## src/common/vdp_pkg.sv

```systemverilog
package vdp_pkg;

    // ########################################################################
    // Frame timing, 640x480 at 800 clocks per line and 525 lines per frame.
    // ########################################################################

    localparam int h_total      = 800;
    localparam int v_total      = 525;
    localparam int h_active     = 640;
    localparam int v_active     = 480;

    // Sync pulse positions and lengths.
    localparam int h_sync_start = 656;
    localparam int h_sync_len   = 96;
    localparam int v_sync_start = 490;
    localparam int v_sync_len   = 2;

    // Raster counter widths.
    localparam int col_w        = 10;
    localparam int row_w        = 10;

    // ########################################################################
    // Picture window, 32x24 tiles of 8x8 pixels, each pixel doubled.
    // ########################################################################

    localparam int win_x0       = 64;
    localparam int win_y0       = 48;
    localparam int win_w        = 512;
    localparam int win_h        = 384;

    // Tile slot starts one tile ahead of the window.
    localparam int fetch_x0     = win_x0 - 16;

    // ########################################################################
    // Video RAM layout.
    // ########################################################################

    localparam int vram_aw      = 12;
    localparam int vram_dw      = 8;

    // Name table is 768 bytes, color table 32 bytes, pattern table 2 KB.
    localparam logic [vram_aw-1:0] name_base    = 12'h000;
    localparam logic [vram_aw-1:0] color_base   = 12'h300;
    localparam logic [vram_aw-1:0] pattern_base = 12'h800;

    // Border color code, bit 2 red, bit 1 green, bit 0 blue.
    localparam logic [3:0] border_color = 4'h1;

    // Clocks from raster position to pins.
    localparam int pipe_lat     = 2;

endpackage

```

## src/hw/vga_timing.sv

```systemverilog
`timescale 1ns/10ps

module vga_timing import vdp_pkg::*; (
    input  logic             pxclk,
    input  logic             rst_n,
    output logic [col_w-1:0] col,
    output logic [row_w-1:0] row,
    output logic             hsync_raw,
    output logic             vsync_raw,
    output logic             active,
    output logic             window
);

    logic [col_w-1:0] col_nxt;
    logic [row_w-1:0] row_nxt;
    logic             line_end;
    logic             frame_end;

    // ########################################################################
    // Next raster position.
    // ########################################################################

    assign line_end  = (col == col_w'(h_total - 1));
    assign frame_end = (row == row_w'(v_total - 1));

    always_comb begin
        if (line_end) begin
            col_nxt = '0;
            if (frame_end) begin
                row_nxt = '0;
            end else begin
                row_nxt = row + row_w'(1);
            end
        end else begin
            col_nxt = col + col_w'(1);
            row_nxt = row;
        end
    end

    // ########################################################################
    // Counters and flags share one register stage.
    // ########################################################################

    // Flags are decoded from the next position so they match col and row.
    always_ff @(posedge pxclk or negedge rst_n) begin
        if (!rst_n) begin
            col       <= '0;
            row       <= '0;
            hsync_raw <= 1'b0;
            vsync_raw <= 1'b0;
            // Position 0,0 is visible and outside the picture.
            active    <= 1'b1;
            window    <= 1'b0;
        end else begin
            col       <= col_nxt;
            row       <= row_nxt;

            hsync_raw <= (col_nxt >= h_sync_start) &&
                         (col_nxt <  h_sync_start + h_sync_len);
            vsync_raw <= (row_nxt >= v_sync_start) &&
                         (row_nxt <  v_sync_start + v_sync_len);

            active    <= (col_nxt < h_active) && (row_nxt < v_active);

            window    <= (col_nxt >= win_x0) && (col_nxt < win_x0 + win_w) &&
                         (row_nxt >= win_y0) && (row_nxt < win_y0 + win_h);
        end
    end

endmodule

```

## config.mk

```make
export PLATFORM = sky130hd
export DESIGN_NAME = vga_timing
export DESIGN_NICKNAME = d
export VERILOG_FILES = /design/src/common/vdp_pkg.sv /design/src/hw/vga_timing.sv
export SDC_FILE = /design/constraint.sdc
export NUM_CORES = 1
export LEC_CHECK = 0
export BUFFER_PORTS_ARGS = -buffer_cell sky130_fd_sc_hd__buf_2
export CAP_MARGIN = 10
export CORE_MARGIN = 2
export CORE_UTILIZATION = 35
export CTS_CLUSTER_DIAMETER = 30
export CTS_CLUSTER_SIZE = 12
export DETAILED_ROUTE_END_ITERATION = 10
export PLACE_DENSITY = 0.61
export SETUP_SLACK_MARGIN = 0.2
export SYNTH_ARGS = -nofsm -noshare
export SYNTH_HDL_FRONTEND = slang
export SYNTH_SLANG_ARGS = --single-unit
```

## constraint.sdc

```tcl
create_clock -name pxclk -period 3.5 [get_ports pxclk]
set_clock_uncertainty 0.05 [all_clocks]
set_input_delay 0.7 -clock pxclk [delete_from_list [all_inputs] [get_ports pxclk]]
set_output_delay 0.7 -clock pxclk [all_outputs]
set_load 0.05 [all_outputs]
```

==> metrics.cfg <==
[status]
status = completed

[critical_path]
cp_max_fo = 10
rr_startpoint = col[5]
cp.required_ps = 3640
path_class = reg -> reg
r2r_cells = 6
cp-start-kind = flop
critPathArrivalTime_ps = 2700
end_kind = flop
critPathLaunch = col[5]

[synth]
syn_area_per_cell_um2 = 9.61
yosysWarnings = 0
ys_seq_elements = 24
async_reset_ff_share_pct = 100
ys_seq_area_share_pct = 43.8
ys_types = 43
syn_nets = 149
synth_flop_cell = dfrtp_1
synth_edf_count = 0
syn_inst = 143
syn_area_um2 = 1370

[timing]
setup_viol = 0
max_freq_mhz = 392
period_needed_ps = 2550
report.final.hold_viol_count = 0
slew-limit-headroom_pct = 62.4
worst_pin_slew_ps = 560
rsz0062_at_grt = false
period_share_pct = 73.0
slew_viol_final = 0
timing.setup.tns_ps = 0

[placed_design]
place.gp.congestion = 0.821
placed_area_um2 = 1510
port_buffers = 25
post-dp-hpwl_mm = 2.25

[worst_hold_path]
hold_path.class = in -> async

[clocking]
cts_resized = 0
clock_sinks = 24
cts_buffers = 3
cts_tree = yes
cts.path.max_buffers = 2
clk_latency_ps = 270
postCtsSetupBuffers = 0
htree_levels = 1
cts_hold_repair.buffers = 0
cts_root_buf = clkbuf_8
path_clk_slew_ps = 80

[finish]
diodes = 0
layout-drive-gt1-share_pct = 24.4
syn_to_final_growth_pct = 14.2
final_nets = 171
fillCellCount = 381
stdcell_area_um2 = 1570

[detailed_routing]
vias_per_cell = 5.34
first_pass_iters = 4
wl_per_cell_um = 14.2
drtIter0Drc = 60
ant_nets = 0
drcViolationCount = 0
route.vias.total = 1132
routed_wl_mm = 3.02

[floorplanning]
die_y_um = 66.7
initial_core_util_pct = 37.0
num_rows = 22
fp.dieW_um = 66.7
core_area_um2 = 3720
pin_count = 26
die_area_um2 = 4440

[run]
max-cap-violations = 0

[global_route]
grt_pass1_vias = 1056
track_usage_pct = 15.0
grt_first_pass_wirelength_mm = 5.04
grt.overflow.total = 0
antenna_found_initial = 0
grt_start_max_net_pins = 25

[pwr]
p_per_area_nw_per_um2 = 303
leakage_nw = 0.716
ir_worst_vdd_mv = 0.0998

-- layer usage --
metal | GRT usage, % | up-vias | part of all wire [%]
li1 | - | 556 | -
met1 | 20.0 | 542 | 47
met2 | 24.0 | 30 | 48
met3 | 2.03 | 4 | 3.8
met4 | 6.89 | 0 | 1.7
met5 | 0 | - | 0
-- state kept, by name, summed over array words and instances (netlist names) --
| name | flops |
|---|---|
| row | 10 |
| hsync_raw | 1 |
| window | 1 |
| col | 10 |
| active | 1 |
| vsync_raw | 1 |
-- synth_stat cells, drive strengths merged, types with 2 or more instances --
cell	n	area, µm²
dfrtp	23	576
nand2	11	41.3
nand3	8	40.0
o21ai	8	40.0
clkbuf	7	36.3
inv	7	26.3
nor2	7	26.3
or3	6	53.8
xnor2	6	52.6
xor2	6	52.6
nor3	5	25.0
a21oi	4	20.0
ha	4	50.1
nand4	4	25.0
and3	3	18.8
nor4	3	18.8
a31oi	2	12.5
a41oi	2	17.5
and2	2	15.0
buf	2	16.3
mux2i	2	20.0
nand3b	2	15.0
nor3b	2	25.0
o211ai	2	15.0
o31ai	2	15.0
-- cells by family after synthesis --
family                   Yosys count  share of synthesized area [%]
flip-flops                        24                           43.8
XOR/XNOR                          12                           7.65
buffers and inverters             16                           5.74
AO/OA/AOI/OAI                     26                           12.4
multiplexers                       2                           1.46
adder cells (fa/ha/maj)            4                           3.64
AND/OR/NAND/NOR                   59                           25.3
-- metrics by stage --
stage | total power, mW | util, % | std cells | setup slack [ps] | hold WS (ps)
global placement | 0.288 | 40.7 | 208 | 1010 | 462
floorplan | 0.283 | - | 143 | 748 | 354
detailed placement | 0.289 | 40.7 | 208 | 967 | 491
global route | 0.498 | 42.2 | 212 | 827 | 382
finish | 0.475 | 42.2 | 212 | 946 | 344
CTS | 0.487 | 42.2 | 212 | 953 | 362
-- power by group --
group          total [mW]  switching (mW)  leakage [nW]  internal [mW]
Clock               0.193          0.0919        0.0288          0.101
Sequential          0.277               0         0.317          0.277
Combinational     0.00549         0.00510         0.369       0.000398
Total               0.475          0.0970         0.716          0.378
-- worst max-delay path, stage by stage, from the launching register on --
cell and delay (ps):
dfrtp_1 480, or3_4 450, or3_4 410, or3_1 370, and2_4 170, or3_4 390, nor3b_2 160
-- final timing paths --
check / end / slack, ps
hold reg to reg: col[0] / 490
max in group asynchronous: active / 2690
min in group pxclk: col[0] / 490
setup reg to reg: active / 950
hold / removal: hsync_raw / 340
setup / recovery: active / 950
-- final cells by class --
type                       instances  area [µm²]  area share, %
sequential                        24         602           38.4
timing repair buffer              26         133           8.45
clock buffer                       4        55.1           3.51
multi-input combinational        103         693           44.2
inverter                           7        26.3           1.67
tap                               48        60.1           3.83
-- cells in the final DEF (no fill, tap or decap), drive strengths merged --
cell type / netlist / final
a211oi: 1 / 1
a21oi: 4 / 4
a311oi: 1 / 1
a31oi: 2 / 2
a32oi: 1 / 1
a41oi: 2 / 2
and2: 2 / 2
and3: 3 / 3
and3b: 1 / 1
and4: 1 / 1
buf: 2 / 26
clkbuf: 7 / 4
dfrtp: 23 / 23
dfstp: 1 / 1
ha: 4 / 4
inv: 7 / 7
mux2i: 2 / 2
nand2: 11 / 11
nand2b: 1 / 1
nand3: 8 / 8
nand3b: 2 / 2
nand4: 4 / 4
nor2: 7 / 7
nor2b: 1 / 1
nor3: 5 / 5
nor3b: 2 / 2
nor4: 3 / 3
o211ai: 2 / 2
o21ai: 8 / 8
o21ba: 1 / 1
o22ai: 1 / 1
o311ai: 1 / 1
o31ai: 2 / 2
or2: 1 / 1
or3: 6 / 6
or4: 1 / 1
xnor2: 6 / 6
xor2: 6 / 6
(Power assumes the default switching activity.)
