<file path="config.mk">
export PLATFORM = sky130hd
export DESIGN_NAME = vdp_tile_fetch
export DESIGN_NICKNAME = d
export VERILOG_FILES = /design/src/common/vdp_pkg.sv /design/src/vdp/vdp_tile_fetch.sv
export SDC_FILE = /design/constraint.sdc
export NUM_CORES = 1
export LEC_CHECK = 0
export ABC_AREA = 1
export BUFFER_PORTS_ARGS = -buffer_cell sky130_fd_sc_hd__buf_4
export CORE_UTILIZATION = 40
export CTS_CLUSTER_DIAMETER = 60
export DETAILED_ROUTE_END_ITERATION = 7
export MAX_ROUTING_LAYER = met4
export PLACE_DENSITY = 0.68
export SETUP_SLACK_MARGIN = 0.2
export SLEW_MARGIN = 0
export SYNTH_ARGS = -nofsm -noshare
export SYNTH_HDL_FRONTEND = slang
export SYNTH_SLANG_ARGS = --single-unit
</file>
<file path="constraint.sdc">
create_clock -name pxclk -period 2.19 [get_ports pxclk]
set_clock_uncertainty 0.15 [all_clocks]
set_input_delay 0.219 -clock pxclk [delete_from_list [all_inputs] [get_ports pxclk]]
set_output_delay 0.219 -clock pxclk [all_outputs]
set_load 0.005 [all_outputs]
</file>
<file path="src/common/vdp_pkg.sv">
package vdp_pkg;

    // ########################################################################
    // Frame timing, 640x480 at 800 clocks per line and 525 lines per frame.
    // ########################################################################

    localparam int h_total      = 800;
    localparam int v_total      = 525;
    localparam int h_active     = 640;
    localparam int v_active     = 480;

    // Sync pulse positions and lengths.
    localparam int h_sync_start = 656;
    localparam int h_sync_len   = 96;
    localparam int v_sync_start = 490;
    localparam int v_sync_len   = 2;

    // Raster counter widths.
    localparam int col_w        = 10;
    localparam int row_w        = 10;

    // ########################################################################
    // Picture window, 32x24 tiles of 8x8 pixels, each pixel doubled.
    // ########################################################################

    localparam int win_x0       = 64;
    localparam int win_y0       = 48;
    localparam int win_w        = 512;
    localparam int win_h        = 384;

    // Tile slot starts one tile ahead of the window.
    localparam int fetch_x0     = win_x0 - 16;

    // ########################################################################
    // Video RAM layout.
    // ########################################################################

    localparam int vram_aw      = 12;
    localparam int vram_dw      = 8;

    // Name table is 768 bytes, color table 32 bytes, pattern table 2 KB.
    localparam logic [vram_aw-1:0] name_base    = 12'h000;
    localparam logic [vram_aw-1:0] color_base   = 12'h300;
    localparam logic [vram_aw-1:0] pattern_base = 12'h800;

    // Border color code, bit 2 red, bit 1 green, bit 0 blue.
    localparam logic [3:0] border_color = 4'h1;

    // Clocks from raster position to pins.
    localparam int pipe_lat     = 2;

endpackage

</file>
<file path="src/vdp/vdp_tile_fetch.sv">
`timescale 1ns/10ps

module vdp_tile_fetch import vdp_pkg::*; (
    input  logic               pxclk,
    input  logic               rst_n,
    input  logic [col_w-1:0]   col,
    input  logic [row_w-1:0]   row,
    input  logic [vram_dw-1:0] rd_data,
    output logic [vram_aw-1:0] rd_addr,
    output logic               tile_load,
    output logic [7:0]         tile_pattern,
    output logic [7:0]         tile_color
);

    logic [col_w-1:0] fx;
    logic [row_w-1:0] py;
    logic [4:0]       tile_col;
    logic [4:0]       char_row;
    logic [2:0]       char_line;
    logic             in_span;
    logic             in_rows;
    logic             load_span;
    logic [3:0]       phase;
    logic [7:0]       name_q;

    // ########################################################################
    // Look-ahead position.
    // ########################################################################

    // Slot j of the fetch span collects the bytes of tile j.
    assign fx        = col - col_w'(fetch_x0);
    assign py        = row - row_w'(win_y0);
    assign tile_col  = fx[8:4];
    assign char_row  = py[8:4];
    // Each pattern line is shown on two raster lines.
    assign char_line = py[3:1];

    assign in_span   = (col >= fetch_x0) && (col < fetch_x0 + win_w);
    assign in_rows   = (row >= win_y0) && (row < win_y0 + win_h);

    // Last clock of each slot ahead of a window tile.
    assign load_span = (col >= win_x0 - 1) && (col < win_x0 - 1 + win_w);

    // ########################################################################
    // Slot phase counter.
    // ########################################################################

    // Realigned once per line so phase 0 falls on each slot boundary.
    always_ff @(posedge pxclk or negedge rst_n) begin
        if (!rst_n) begin
            phase <= '0;
        end else if (col == col_w'(fetch_x0 - 1)) begin
            phase <= '0;
        end else begin
            phase <= phase + 4'd1;
        end
    end

    // ########################################################################
    // VRAM read sequence.
    // ########################################################################

    // Name at phase 0, pattern at phase 2, color at phase 4.
    always_comb begin
        case (phase)
            4'd2: begin
                rd_addr = pattern_base + {1'b0, name_q, char_line};
            end
            4'd4: begin
                // One color byte per group of 8 characters.
                rd_addr = color_base + {7'b0, name_q[7:3]};
            end
            default: begin
                rd_addr = name_base + {2'b0, char_row, tile_col};
            end
        endcase
    end

    // Bytes return one clock after their address.
    always_ff @(posedge pxclk) begin
        if (in_span && in_rows) begin
            case (phase)
                4'd1: begin
                    name_q <= rd_data;
                end
                4'd3: begin
                    tile_pattern <= rd_data;
                end
                4'd5: begin
                    tile_color <= rd_data;
                end
                default: begin
                end
            endcase
        end
    end

    // Pattern and color hold until phase 3 of the next slot, past the load.
    always_ff @(posedge pxclk or negedge rst_n) begin
        if (!rst_n) begin
            tile_load <= 1'b0;
        end else begin
            tile_load <= (phase == 4'd15) && load_span && in_rows;
        end
    end

endmodule

</file>
==> impl_metrics.tcl <==
set metrics [dict create \
    setup_slack_ns 0.2719 \
    slowest_delay_ns 0.39 \
    cp_max_fo 6 \
    synth_top_area_share_pct 49.70 \
    n_antenna_cell 0 \
    synth-async-reset-ratio_pct 17.24 \
    drc 0 \
    path_buf_inv 3 \
    root_buffer "clkbuf_4" \
    die_y_um 62.21 \
    outcome "complete, no violations" \
    synth_area_leader_cell "edfxtp_1" \
    synth-seq-cells 29 \
    leakagePower_nw 0.9932 \
    fin_setup_tns_ns 0 \
    grt_setup_unrepaired "yes" \
    grt_pass1_vias 1255 \
    die-width_um 62.21 \
    clock.fmax_mhz 521.3 \
    tightest_slew_ns 0.3120 \
    fin_crit_ns 1.918 \
    vias_per_cell 4.612 \
    synth_commonest_cells "nand2_1, edfxtp_1, nor2_1" \
    design.die.area_um2 3870 \
    cts_tree "built" \
    hold_viol_final 0 \
    yosys_warnings 0 \
    p_per_area_nw_per_um2 787.7 \
    cts.sinks 29 \
    cap_viol_max_count 0 \
    synth_most_common_cell "nand2_1" \
    track_usage_pct 19.56 \
    synth.top_cells.by_area "edfxtp_1, nand2_1, dfrtp_1" \
    crit_type "reg2out" \
    drive_above_1_share_pct 37.83 \
    io_pins 59 \
    ant_nets 0 \
    grt-ovfl-total 0 \
    gp_congestion 0.7848 \
    initial_core_util_pct 42.45 \
    clock_latency_ns 0.32 \
    nFillCells 306 \
    cpLargestDelayFamily "flip-flops" \
    peakVddDrop_v 0.0003879 \
    grt_max_degree 10 \
    synth_cell_type_count 24 \
    synth_edf_count 24 \
    worstSetupStartpointType "register" \
    synth_area_per_cell_um2 9.865 \
    cts_buffer_depth 2 \
    grt_pass1_wl_mm 5.595 \
    grt_antenna_before_repair 0 \
    drv_slew 0 \
    vias 1273 \
    rows 21 \
    clk_pin_slew_ns 0.09 \
    cp.arrival_ns 1.55 \
    holdCritPathClass "in2reg" \
    drt_iter0_drc 68 \
    dpl_worst_slack_ns 0.3326 \
    syn_area_um2 1450 \
    synth_ff_type "edfxtp_1" \
    crit_path_end_kind "output port" \
    setup_viol 0 \
    final_util_pct 63.70 \
    fin_hold_ws_ns 0.03563 \
    cts-htree-levels 2 \
    post_drt_wl_per_cell_um 12.34 \
    port_buffers 57 \
    post-route-period-util_pct 87.59 \
    core_area_um2 3416 \
    area_growth_pct 50.04 \
    cts_made_buffers 5 \
    cp_cell_sequence "inv_2 > ha_2 > nand2_4 > nand2_4 > buf_4 > o21ai_1 > buf_4" \
    regArea_um2 845.8 \
    drt-total-wl_mm 3.406 \
    syn-instance-count 147 \
    first_pass_iters 4 \
    multi_input_area_um2 558.0 \
    relSlewSlack_pct 79.20 \
    synth_nets 184 \
    final_net_count 267 \
    slowest_stage "dfrtp_1" \
    cp_data_required_time_ns 1.82 \
    yosysSeqAreaShare_pct 58.33 \
    place_hpwl_mm 2.506 \
]
-- flip-flops by register name (all words and copies together), names as in the netlist --
| register | flops |
|---|---|
| tile_load | 1 |
| tile_color | 8 |
| name_q | 8 |
| phase | 4 |
| tile_pattern | 8 |
-- repair_timing --
action | in CTS | in global routing
buffers inserted | 2 | 5
pin swaps | 1 | 3
endpoints found under the hold margin | 29 | 0
endpoints found under the setup margin | 5 | 7
resized for setup | 0 | 8
hold buffers | 9 | 0
-- placed cells by master, fill, tap and decap left out, types with 2 or more instances in the layout --
cell	Yosys	layout
nor2_1	17	17
edfxtp_1	24	24
o21ai_1	6	6
nand3_1	7	7
inv_1	16	14
xor2_1	3	3
ha_1	7	5
dfrtp_1	5	5
clkbuf_4	0	5
inv_2	2	4
buf_4	0	67
dlygate4sd3_1	0	9
nand2_4	2	2
nand2_1	42	42
o211ai_1	2	2
a21oi_1	2	2
-- final timing paths --
check                      startpoint              end  slack [ns]  depth (start not counted)
setup / recovery             phase[0]       rd_addr[7]        0.27                          7
setup reg to reg             phase[1]  tile_pattern[6]        0.63                          5
hold reg to reg              phase[0]         phase[0]        0.45                          2
hold / removal                 col[9]         phase[1]        0.04                          3
min in group asynchronous       rst_n         phase[2]        0.07                          2
max in group asynchronous       rst_n         phase[3]        1.72                          2
-- cell families (layout without fill, tap and decap cells) --
logic type	count (synthesis)	count (layout)	share of synthesized area [%]
compound gates	14	14	5.781
xor+xnor	4	4	2.416
fa+ha+maj	7	7	6.039
buf+inv	19	102	5.091
flops	29	29	58.33
simple gates	74	74	22.35
-- stage by stage --
step	total power, mW	area [um2]	std cells
2_1_floorplan	1.018	1450	147
3_3_place_gp	1.304	1958	253
3_5_place_dp	1.314	1958	253
4_1_cts	1.625	2108	271
5_1_grt	1.838	2176	276
6_report	1.714	2176	276
-- area by class of cell --
class	instances	share of cell area (%)
clock buffers	6	1.898
well taps	46	2.645
flip-flops and latches	29	38.87
repair buffers	76	27.26
clock inverters	1	0.1725
multi-input cells	99	25.65
inverters	19	3.508
-- power breakdown --
| group | switching, mW | internal [mW] |
|---|---|---|
| logic | 0.338 | 0.390 |
| registers | 0.0617 | 0.644 |
| clock network | 0.164 | 0.116 |
-- tightest hold or removal path: stages --
cell and delay (ns):
buf_4 0.11, nor3_2 0.07, nor2_1 0.08
-- layer usage --
metal	share of wire [%]	track usage (%)	vias up	wire (um)
li1	-	-	644	-
met1	41	21.61	583	1408
met2	51	32.83	38	1749
met3	5.1	4.963	8	175
met4	2.1	9.593	0	72
met5	0	-	-	0
Note: power is estimated with default switching activity, not from simulation.
