**src/common/vdp_pkg.sv**
```systemverilog
package vdp_pkg;

    // ########################################################################
    // Frame timing, 640x480 at 800 clocks per line and 525 lines per frame.
    // ########################################################################

    localparam int h_total      = 800;
    localparam int v_total      = 525;
    localparam int h_active     = 640;
    localparam int v_active     = 480;

    // Sync pulse positions and lengths.
    localparam int h_sync_start = 656;
    localparam int h_sync_len   = 96;
    localparam int v_sync_start = 490;
    localparam int v_sync_len   = 2;

    // Raster counter widths.
    localparam int col_w        = 10;
    localparam int row_w        = 10;

    // ########################################################################
    // Picture window, 32x24 tiles of 8x8 pixels, each pixel doubled.
    // ########################################################################

    localparam int win_x0       = 64;
    localparam int win_y0       = 48;
    localparam int win_w        = 512;
    localparam int win_h        = 384;

    // Tile slot starts one tile ahead of the window.
    localparam int fetch_x0     = win_x0 - 16;

    // ########################################################################
    // Video RAM layout.
    // ########################################################################

    localparam int vram_aw      = 12;
    localparam int vram_dw      = 8;

    // Name table is 768 bytes, color table 32 bytes, pattern table 2 KB.
    localparam logic [vram_aw-1:0] name_base    = 12'h000;
    localparam logic [vram_aw-1:0] color_base   = 12'h300;
    localparam logic [vram_aw-1:0] pattern_base = 12'h800;

    // Border color code, bit 2 red, bit 1 green, bit 0 blue.
    localparam logic [3:0] border_color = 4'h1;

    // Clocks from raster position to pins.
    localparam int pipe_lat     = 2;

endpackage

```
**src/vdp/vdp_pixel_out.sv**
```systemverilog
`timescale 1ns/10ps

module vdp_pixel_out import vdp_pkg::*; (
    input  logic       pxclk,
    input  logic       rst_n,
    input  logic       tile_load,
    input  logic [7:0] tile_pattern,
    input  logic [7:0] tile_color,
    input  logic       active,
    input  logic       window,
    input  logic       hsync_raw,
    input  logic       vsync_raw,
    output logic       red,
    output logic       grn,
    output logic       blu,
    output logic       hsync,
    output logic       vsync
);

    logic [7:0]          shift_q;
    logic [7:0]          color_q;
    logic                half_q;
    logic                active_q;
    logic                window_q;
    logic [pipe_lat-1:0] hs_pipe;
    logic [pipe_lat-1:0] vs_pipe;
    logic [2:0]          code;

    // ########################################################################
    // Stage 1, pattern shifter and delayed flags.
    // ########################################################################

    always_ff @(posedge pxclk or negedge rst_n) begin
        if (!rst_n) begin
            half_q   <= 1'b0;
            active_q <= 1'b0;
            window_q <= 1'b0;
            hs_pipe  <= '0;
            vs_pipe  <= '0;
        end else begin
            // Toggle restarts on each tile so bits are held 2 clocks.
            half_q   <= tile_load ? 1'b0 : ~half_q;
            active_q <= active;
            window_q <= window;
            hs_pipe  <= {hs_pipe[pipe_lat-2:0], hsync_raw};
            vs_pipe  <= {vs_pipe[pipe_lat-2:0], vsync_raw};
        end
    end

    // MSB first.
    always_ff @(posedge pxclk) begin
        if (tile_load) begin
            shift_q <= tile_pattern;
            color_q <= tile_color;
        end else if (half_q) begin
            shift_q <= {shift_q[6:0], 1'b0};
        end
    end

    // Bit 3 of every color code is ignored.
    always_comb begin
        if (!active_q) begin
            code = 3'b000;
        end else if (!window_q) begin
            code = border_color[2:0];
        end else if (shift_q[7]) begin
            code = color_q[6:4];
        end else begin
            code = color_q[2:0];
        end
    end

    // ########################################################################
    // Stage 2, RGB pins.
    // ########################################################################

    always_ff @(posedge pxclk or negedge rst_n) begin
        if (!rst_n) begin
            red <= 1'b0;
            grn <= 1'b0;
            blu <= 1'b0;
        end else begin
            red <= code[2];
            grn <= code[1];
            blu <= code[0];
        end
    end

    // Negative polarity syncs.
    assign hsync = ~hs_pipe[pipe_lat-1];
    assign vsync = ~vs_pipe[pipe_lat-1];

endmodule

```
**config.mk**
```make
export PLATFORM = sky130hd
export DESIGN_NAME = vdp_pixel_out
export DESIGN_NICKNAME = d
export VERILOG_FILES = /design/src/common/vdp_pkg.sv /design/src/vdp/vdp_pixel_out.sv
export SDC_FILE = /design/constraint.sdc
export NUM_CORES = 1
export LEC_CHECK = 0
export BUFFER_PORTS_ARGS = -buffer_cell sky130_fd_sc_hd__buf_4
export CORE_ASPECT_RATIO = 1.4
export CORE_MARGIN = 1.5
export CORE_UTILIZATION = 45
export DETAILED_ROUTE_END_ITERATION = 7
export GPL_ROUTABILITY_DRIVEN = 0
export GPL_TIMING_DRIVEN = 0
export PLACE_DENSITY = 0.84
export SLEW_MARGIN = 10
export SYNTH_ARGS = -nofsm -noshare
export SYNTH_HDL_FRONTEND = slang
export SYNTH_SLANG_ARGS = --single-unit
```
**constraint.sdc**
```tcl
create_clock -name pxclk -period 0.95 [get_ports pxclk]
set_input_delay 0 -clock pxclk [delete_from_list [all_inputs] [get_ports pxclk]]
set_output_delay 0 -clock pxclk [all_outputs]
set_load 0.01 [all_outputs]
```
==> PnR_summary.wiki, run 1 <==
{| class="wikitable"
! Metric !! Value
|-
| Final non-filler cell total || 113
|-
| Core ar. || 1780 um^2
|-
| Final Total Pwr || 0.00203 W
|-
| Setup clock skew after layout || 0.00917 ns
|-
| Met3 routing resource usage after global routing || 5.28%
|-
| Die Ht || 54.8 um
|-
| Total cell area at the placement stage || 1080 um^2
|-
| Result of the run || finished, final reports clean
|-
| TritonCTS Sinks || 24
|-
| Post-synthesis instance total || 44
|-
| Area of all sequential standard cells || 671 um^2
|-
| Number of synthesis warnings || 0
|-
| Crit path max-delay cell type || sky130_fd_sc_hd__dfrtp_1
|-
| Wire length of the first global-routing pass || 2350 um
|-
| CP required || 1.03 ns
|-
| Final Hold Fails || 0
|-
| Highest cell delay on the worst timing path || 0.39 ns
|-
| Total number of H-tree levels || 1
|-
| Count of maximum capacitance violations || 0
|-
| DRT Pass-1 Iters || 4
|-
| Achievable Freq || 1080 MHz
|-
| Met2 track utilization from global routing || 28.8%
|-
| Total area of multi-input combinational cells || 170 um^2
|-
| Post-layout nets || 117
|-
| I/O Buffers || 25
|-
| Crit share post-route || 97.1%
|-
| Maximum vdd ir drop || 1280 uV
|-
| Buffers inserted during post-CTS setup optimization || 0
|-
| Power density cells || 1550 nW/um^2
|-
| Post-cts repair resize count || 0
|-
| Cell family with most CP delay || flip-flops
|-
| Clock Latency Late Sink || 0.32 ns
|-
| Register area share after synthesis || 77.7%
|-
| Post-DRT Antenna Nets || 0
|-
| Max Fanout on Critical Path || 9
|-
| Maximum number of pins on one net before global-route repair || 14
|-
| Clock-pin slew on the worst setup and hold paths || 0.13 ns
|-
| GR Overflow Total || 0
|-
| Routed length per placed instance || 12.8 um
|-
| Final number of max-transition violations || 0
|-
| Leakage component of the power || 0.600 nW
|-
| Number of antenna violations at the first check in global routing || 0
|-
| R2r worst-path depth || 1
|-
| Synthesized area || 863 um^2
|-
| Die Span X || 40.0 um
|-
| Buffers plus inverters on the worst setup path || 0
|-
| Synth Area per Inst || 19.6 um^2
|-
| Number of fillers in the final layout || 106
|-
| Standard-cell rows || 18
|-
| Met1 Track Usage GR || 18.9%
|-
| Count of hold-fix buffers inserted at cts || 20
|-
| Internal reg-to-reg setup slack || 0.03 ns
|-
| Crit Path Class || reg2reg
|-
| Number of clock buffers inserted by TritonCTS || 3
|-
| Endpoint type of the worst setup path || flop
|-
| Worst Path Arrival || 1.00 ns
|-
| Most heavily used metal layer in global routing || met2
|-
| Cell at the root of the clock tree || sky130_fd_sc_hd__clkbuf_4
|-
| Type of element launching the critical path || flop
|-
| Detailed-route vias per instance || 4.67
|-
| Io pins || 28
|-
| Via count of the routed design || 528
|-
| Number of nets in the synthesized netlist || 67
|-
| Worst-margin pin slew || 0.248 ns
|-
| Bufs on Longest Clock Path || 2
|-
| Setup violators final || 0
|-
| Flip-flop and latch count after synthesis || 24
|-
| CTS tree || built
|-
| Top cell type's share of synthesized area || 48.7%
|-
| Start of the worst register-to-register path || half_q$_DFF_PN0_
|-
| Ratio of cells with drive above 1 in the final layout || 43.0%
|-
| Minimum clock period || 0.922 ns
|-
| Post-placement cell count || 89
|-
| Antenna Diode Count || 0
|-
| Cells taking the most area after synthesis || sky130_fd_sc_hd__edfxtp_1, sky130_fd_sc_hd__dfrtp_1, sky130_fd_sc_hd__mux2_4
|-
| Tightest Hold Check Type || in2async
|-
| Iteration-0 DRC count of the detailed router || 3
|-
| Unrepaired setup endpoints after global routing || no
|-
| Final total negative setup slack || 0 ns
|-
| Relative slew slack || 83.4%
|-
| Area leader, netlist || sky130_fd_sc_hd__edfxtp_1
|-
| Number of global-route vias before repair || 570
|-
| Area of the die || 2190 um^2
|-
| Initial Util || 48.5%
|-
| Final WL || 1440 um
|-
| Final design instance area without fill || 1310 um^2
|-
| Ordered cell list for the critical path || or2_4
|-
| Capture point of the worst reg-to-reg path || shift_q[2]$_DFFE_PN_
|-
| All-layer global routing usage || 17.9%
|-
| Layout Area Growth over Synthesis || 52.0%
|-
| Remaining DRCs || 0
|-
| Synth unique cells || 12
|}
==> final cells by class <==
type	count	area share, %
plain buffers	1	0.858
clock buffers	4	2.76
inverters	3	0.858
multi-input cells	16	13.0
flip-flops and latches	24	51.1
well taps	20	1.91
repair buffers	45	29.6
==> cell usage after synthesis <==
cell and count:
sky130_fd_sc_hd__and2_2 1, sky130_fd_sc_hd__nor2_1 2, sky130_fd_sc_hd__edfxtp_1 14, sky130_fd_sc_hd__a21boi_1 1, sky130_fd_sc_hd__inv_2 1, sky130_fd_sc_hd__nand2_1 1, sky130_fd_sc_hd__or2_4 1, sky130_fd_sc_hd__inv_1 2
sky130_fd_sc_hd__mux2i_1 3, sky130_fd_sc_hd__mux2_4 7, sky130_fd_sc_hd__dfrtp_1 10, sky130_fd_sc_hd__buf_6 1
==> kinds of logic (layout without fill, tap and decap cells) <==
family	Yosys count	count (layout)	synth area share, %
buffers and inverters	4	53	2.61
AO/OA/AOI/OAI	1	1	0.870
flip-flops	24	24	77.7
AND/OR/NAND/NOR	5	5	3.19
multiplexers	10	10	15.7
==> flip-flops by register name, summed over array words and instances (netlist names), 2 cells and up <==
signal   flops
color_q      6
vs_pipe      2
shift_q      8
hs_pipe      2
==> metrics by stage <==
step	setup slack, ns	hold slack (ns)	util (%)
6_report	0.0276	0.0173	73.8
2_1_floorplan	0.0909	-0.296	-
3_5_place_dp	0.0558	-0.165	60.5
5_1_grt	0.000880	0.0183	73.8
4_1_cts	0.0303	0.0234	73.8
3_3_place_gp	0.0627	-0.171	60.5
==> worst max path at each step <==
stage	from	end	slack, ns	depth (start not counted)
floorplan	half_q$_DFF_PN0_	shift_q[0]$_SDFFCE_PN0N_	0.09	1
global placement	shift_q[2]$_DFFE_PN_	shift_q[3]$_DFFE_PN_	0.06	1
detailed placement	half_q$_DFF_PN0_	shift_q[0]$_SDFFCE_PN0N_	0.06	1
CTS	half_q$_DFF_PN0_	shift_q[0]$_SDFFCE_PN0N_	0.03	1
global route	half_q$_DFF_PN0_	shift_q[0]$_SDFFCE_PN0N_	0.0009	1
finish	half_q$_DFF_PN0_	shift_q[2]$_DFFE_PN_	0.03	1
==> metal layers <==
layer	wire length [um]	part of all wire, %
met1	542	38
met2	763	53
met3	78	5.4
met4	56	3.9
met5	0	0
==> where the power goes <==
group	internal (W)	switching, W
combinational	0.000187	0.0000841
sequential	0.00120	0.0000294
clock	0.000235	0.000297
total	0.00162	0.000411
==> layout by cell type, fill, tap and decap left out <==
cell,instances
sky130_fd_sc_hd__dlygate4sd3_1,20
sky130_fd_sc_hd__clkbuf_8,1
sky130_fd_sc_hd__mux2_4,7
sky130_fd_sc_hd__a21boi_1,1
sky130_fd_sc_hd__or2_4,1
sky130_fd_sc_hd__and2_2,1
sky130_fd_sc_hd__mux2i_1,3
sky130_fd_sc_hd__nor2_1,2
sky130_fd_sc_hd__inv_1,2
sky130_fd_sc_hd__dfrtp_1,10
sky130_fd_sc_hd__nand2_1,1
sky130_fd_sc_hd__inv_2,1
sky130_fd_sc_hd__buf_6,1
sky130_fd_sc_hd__edfxtp_1,14
sky130_fd_sc_hd__buf_4,25
sky130_fd_sc_hd__clkbuf_4,3
No activity file was read; power rests on OpenSTA's default activity.
==> inputs of run 2 (changes only) <==
--- a/config.mk
+++ b/config.mk
@@ -12,7 +12,7 @@
 export DETAILED_ROUTE_END_ITERATION = 7
 export GPL_ROUTABILITY_DRIVEN = 0
 export GPL_TIMING_DRIVEN = 0
-export PLACE_DENSITY = 0.84
+export PLACE_DENSITY = 0.72
 export SLEW_MARGIN = 10
 export SYNTH_ARGS = -nofsm -noshare
 export SYNTH_HDL_FRONTEND = slang
==> run 2 against run 1 <==
Cell count unchanged. Largest cell class unchanged. Power down 5.0%. Clock skew down 0.0025 ns. Largest power group unchanged. Non-clock buffer count unchanged. Critical endpoint is now shift_q[3]$_DFFE_PN_. Register-to-register slack about the same. Maximum frequency up 0.17%. Setup slack better by 0.0015 ns. Critical path type unchanged. Routed wire length up 2.4%. Clock power down 19%.
==> PnR_summary.wiki, run 2 (synthesized netlist as in run 1, its figures left out) <==
{| class="wikitable"
! Metric !! Value
|-
| Die Span X || 40.0 um (unchanged)
|-
| Minimum clock period || 0.921 ns (was 0.922 ns)
|-
| Post-placement cell count || 89 (unchanged)
|-
| Area of all sequential standard cells || 671 um^2 (unchanged)
|-
| Antenna Diode Count || 0 (unchanged)
|-
| Worst-margin pin slew || 0.262 ns (was 0.248 ns)
|-
| Area of the die || 2190 um^2 (unchanged)
|-
| Clock-pin slew on the worst setup and hold paths || 0.12 ns (was 0.13 ns)
|-
| Capture point of the worst reg-to-reg path || shift_q[3]$_DFFE_PN_ (was shift_q[2]$_DFFE_PN_)
|-
| Commonest cells after routing, fill and taps aside || sky130_fd_sc_hd__buf_4, sky130_fd_sc_hd__dlygate4sd3_1, sky130_fd_sc_hd__edfxtp_1 (unchanged)
|-
| Cell family with most CP delay || flip-flops (unchanged)
|-
| Count of maximum capacitance violations || 0 (unchanged)
|-
| Relative slew slack || 82.5% (was 83.4%)
|-
| Initial Util || 48.5% (unchanged)
|-
| Ratio of cells with drive above 1 in the final layout || 41.9% (was 43.0%)
|-
| Wire length of the first global-routing pass || 2310 um (was 2350 um)
|-
| Max Fanout on Critical Path || 1 (was 9)
|-
| CTS tree || built (unchanged)
|-
| Ordered cell list for the critical path || mux2_4 (was or2_4)
|-
| Type of element launching the critical path || flop (unchanged)
|-
| Setup violators final || 0 (unchanged)
|-
| Post-cts repair resize count || 0 (unchanged)
|-
| Crit share post-route || 96.9% (was 97.1%)
|-
| Met1 Track Usage GR || 18.3% (was 18.9%)
|-
| Most heavily used metal layer in global routing || met2 (unchanged)
|-
| Iteration-0 DRC count of the detailed router || 0 (was 3)
|-
| Clock Latency Late Sink || 0.30 ns (was 0.32 ns)
|-
| Number of antenna violations at the first check in global routing || 0 (unchanged)
|-
| Buffers plus inverters on the worst setup path || 0 (unchanged)
|-
| I/O Buffers || 25 (unchanged)
|-
| Post-layout nets || 117 (unchanged)
|-
| Top register by number of flip-flops || shift_q (unchanged)
|-
| CP required || 1.02 ns (was 1.03 ns)
|-
| Endpoint type of the worst setup path || flop (unchanged)
|-
| Tightest Hold Check Type || in2async (unchanged)
|-
| Result of the run || finished, final reports clean (unchanged)
|-
| All-layer global routing usage || 16.9% (was 17.9%)
|-
| Bufs on Longest Clock Path || 2 (unchanged)
|-
| Internal reg-to-reg setup slack || 0.03 ns (about the same)
|-
| Number of clock buffers inserted by TritonCTS || 3 (unchanged)
|-
| TritonCTS Sinks || 24 (unchanged)
|-
| Start of the worst register-to-register path || shift_q[2]$_DFFE_PN_ (was half_q$_DFF_PN0_)
|-
| Routed length per placed instance || 13.1 um (was 12.8 um)
|-
| Post-DRT Antenna Nets || 0 (unchanged)
|-
| Layout Area Growth over Synthesis || 50.9% (was 52.0%)
|-
| Final WL || 1480 um (was 1440 um)
|-
| Crit path max-delay cell type || sky130_fd_sc_hd__edfxtp_1 (was sky130_fd_sc_hd__dfrtp_1)
|-
| Number of fillers in the final layout || 116 (was 106)
|-
| GR Overflow Total || 0 (unchanged)
|-
| Smallest setup slack after layout || 0.0291 ns (was 0.0276 ns)
|-
| Io pins || 28 (unchanged)
|-
| DRT Pass-1 Iters || 1 (was 4)
|-
| Total area of multi-input combinational cells || 170 um^2 (unchanged)
|-
| Worst Path Arrival || 0.99 ns (was 1.00 ns)
|-
| Die Ht || 54.8 um (unchanged)
|-
| Final Total Pwr || 0.00193 W (was 0.00203 W)
|-
| Via count of the routed design || 514 (was 528)
|-
| Cell at the root of the clock tree || sky130_fd_sc_hd__clkbuf_4 (unchanged)
|-
| Maximum number of pins on one net before global-route repair || 14 (unchanged)
|-
| Power density cells || 1480 nW/um^2 (was 1550 nW/um^2)
|-
| Leakage component of the power || 0.594 nW (was 0.600 nW)
|-
| Remaining DRCs || 0 (unchanged)
|-
| Core ar. || 1780 um^2 (unchanged)
|-
| Crit Path Class || reg2reg (unchanged)
|-
| Detailed-route vias per instance || 4.55 (was 4.67)
|-
| Post-Route Hold Slack || 0.0549 ns (was 0.0173 ns)
|-
| Achievable Freq || 1090 MHz (was 1080 MHz)
|-
| Most common cell after layout, fill and taps aside || sky130_fd_sc_hd__buf_4 (unchanged)
|-
| Final Hold Fails || 0 (unchanged)
|-
| Maximum vdd ir drop || 916 uV (was 1280 uV)
|-
| Number of global-route vias before repair || 566 (was 570)
|-
| Total number of H-tree levels || 1 (unchanged)
|-
| Max reg flops || 8 (unchanged)
|-
| Met2 track utilization from global routing || 30.4% (was 28.8%)
|-
| Final number of max-transition violations || 0 (unchanged)
|-
| Place WS || 0.0560 ns (was 0.0558 ns)
|-
| Highest cell delay on the worst timing path || 0.41 ns (was 0.39 ns)
|-
| Unrepaired setup endpoints after global routing || no (unchanged)
|-
| Setup clock skew after layout || 0.00664 ns (was 0.00917 ns)
|-
| Standard-cell rows || 18 (unchanged)
|-
| Top flop regs || shift_q: 8 flops, color_q: 6 flops (unchanged)
|-
| Final total negative setup slack || 0 ns (unchanged)
|-
| Met3 routing resource usage after global routing || 3.66% (was 5.28%)
|-
| R2r worst-path depth || 1 (unchanged)
|-
| Final non-filler cell total || 113 (unchanged)
|}
## run 2: cell count changes in the layout (fill, tap and decap cells not counted)
cell / previous run / this run
sky130_fd_sc_hd__clkbuf_8: 1 / 0
sky130_fd_sc_hd__clkbuf_1: 0 / 1
## run 2: per-layer routing
metal  share of wire [%]  vias up
li1                    -      254
met2                  56       20
met5                   0        -
met1                  39      240
met4                   0        0
met3                 4.1        0
## run 2: power breakdown
group | internal [W] | total [W] | switching (W)
combinational | 0.000187 | 0.000270 | 0.0000829
clock | 0.000163 | 0.000429 | 0.000266
sequential | 0.00120 | 0.00123 | 0.0000312
## run 2: metrics by stage
stage | util [%] | instance area, um^2
finish | 73.2 | 1300
global route | 73.2 | 1300
CTS | 73.2 | 1300
detailed placement | 60.5 | 1080
global placement | 60.5 | 1080
floorplan | - | 863
## run 2: worst max path at each step
stage / start / endpoint / slack [ns] / cells after the start
global placement: shift_q[2]$_DFFE_PN_ / shift_q[3]$_DFFE_PN_ / 0.06 / 1
finish: shift_q[2]$_DFFE_PN_ / shift_q[3]$_DFFE_PN_ / 0.03 / 1
detailed placement: half_q$_DFF_PN0_ / shift_q[5]$_DFFE_PN_ / 0.06 / 1
global route: shift_q[2]$_DFFE_PN_ / shift_q[3]$_DFFE_PN_ / 0.006 / 1
CTS: half_q$_DFF_PN0_ / shift_q[6]$_DFFE_PN_ / 0.04 / 1
floorplan: half_q$_DFF_PN0_ / shift_q[0]$_SDFFCE_PN0N_ / 0.09 / 1
## run 2: timing repair
item	in CTS	in global routing
setup buffers	0	0
endpoints found under the hold margin	34	0
hold buffers	20	0
## run 2: cell type report
type / instances / share of cell area [%]
well taps: 20 / 1.92
clock buffers: 4 / 2.02
multi-input cells: 16 / 13.1
flip-flops and latches: 24 / 51.5
inverters: 3 / 0.865
plain buffers: 1 / 0.865
repair buffers: 45 / 29.8
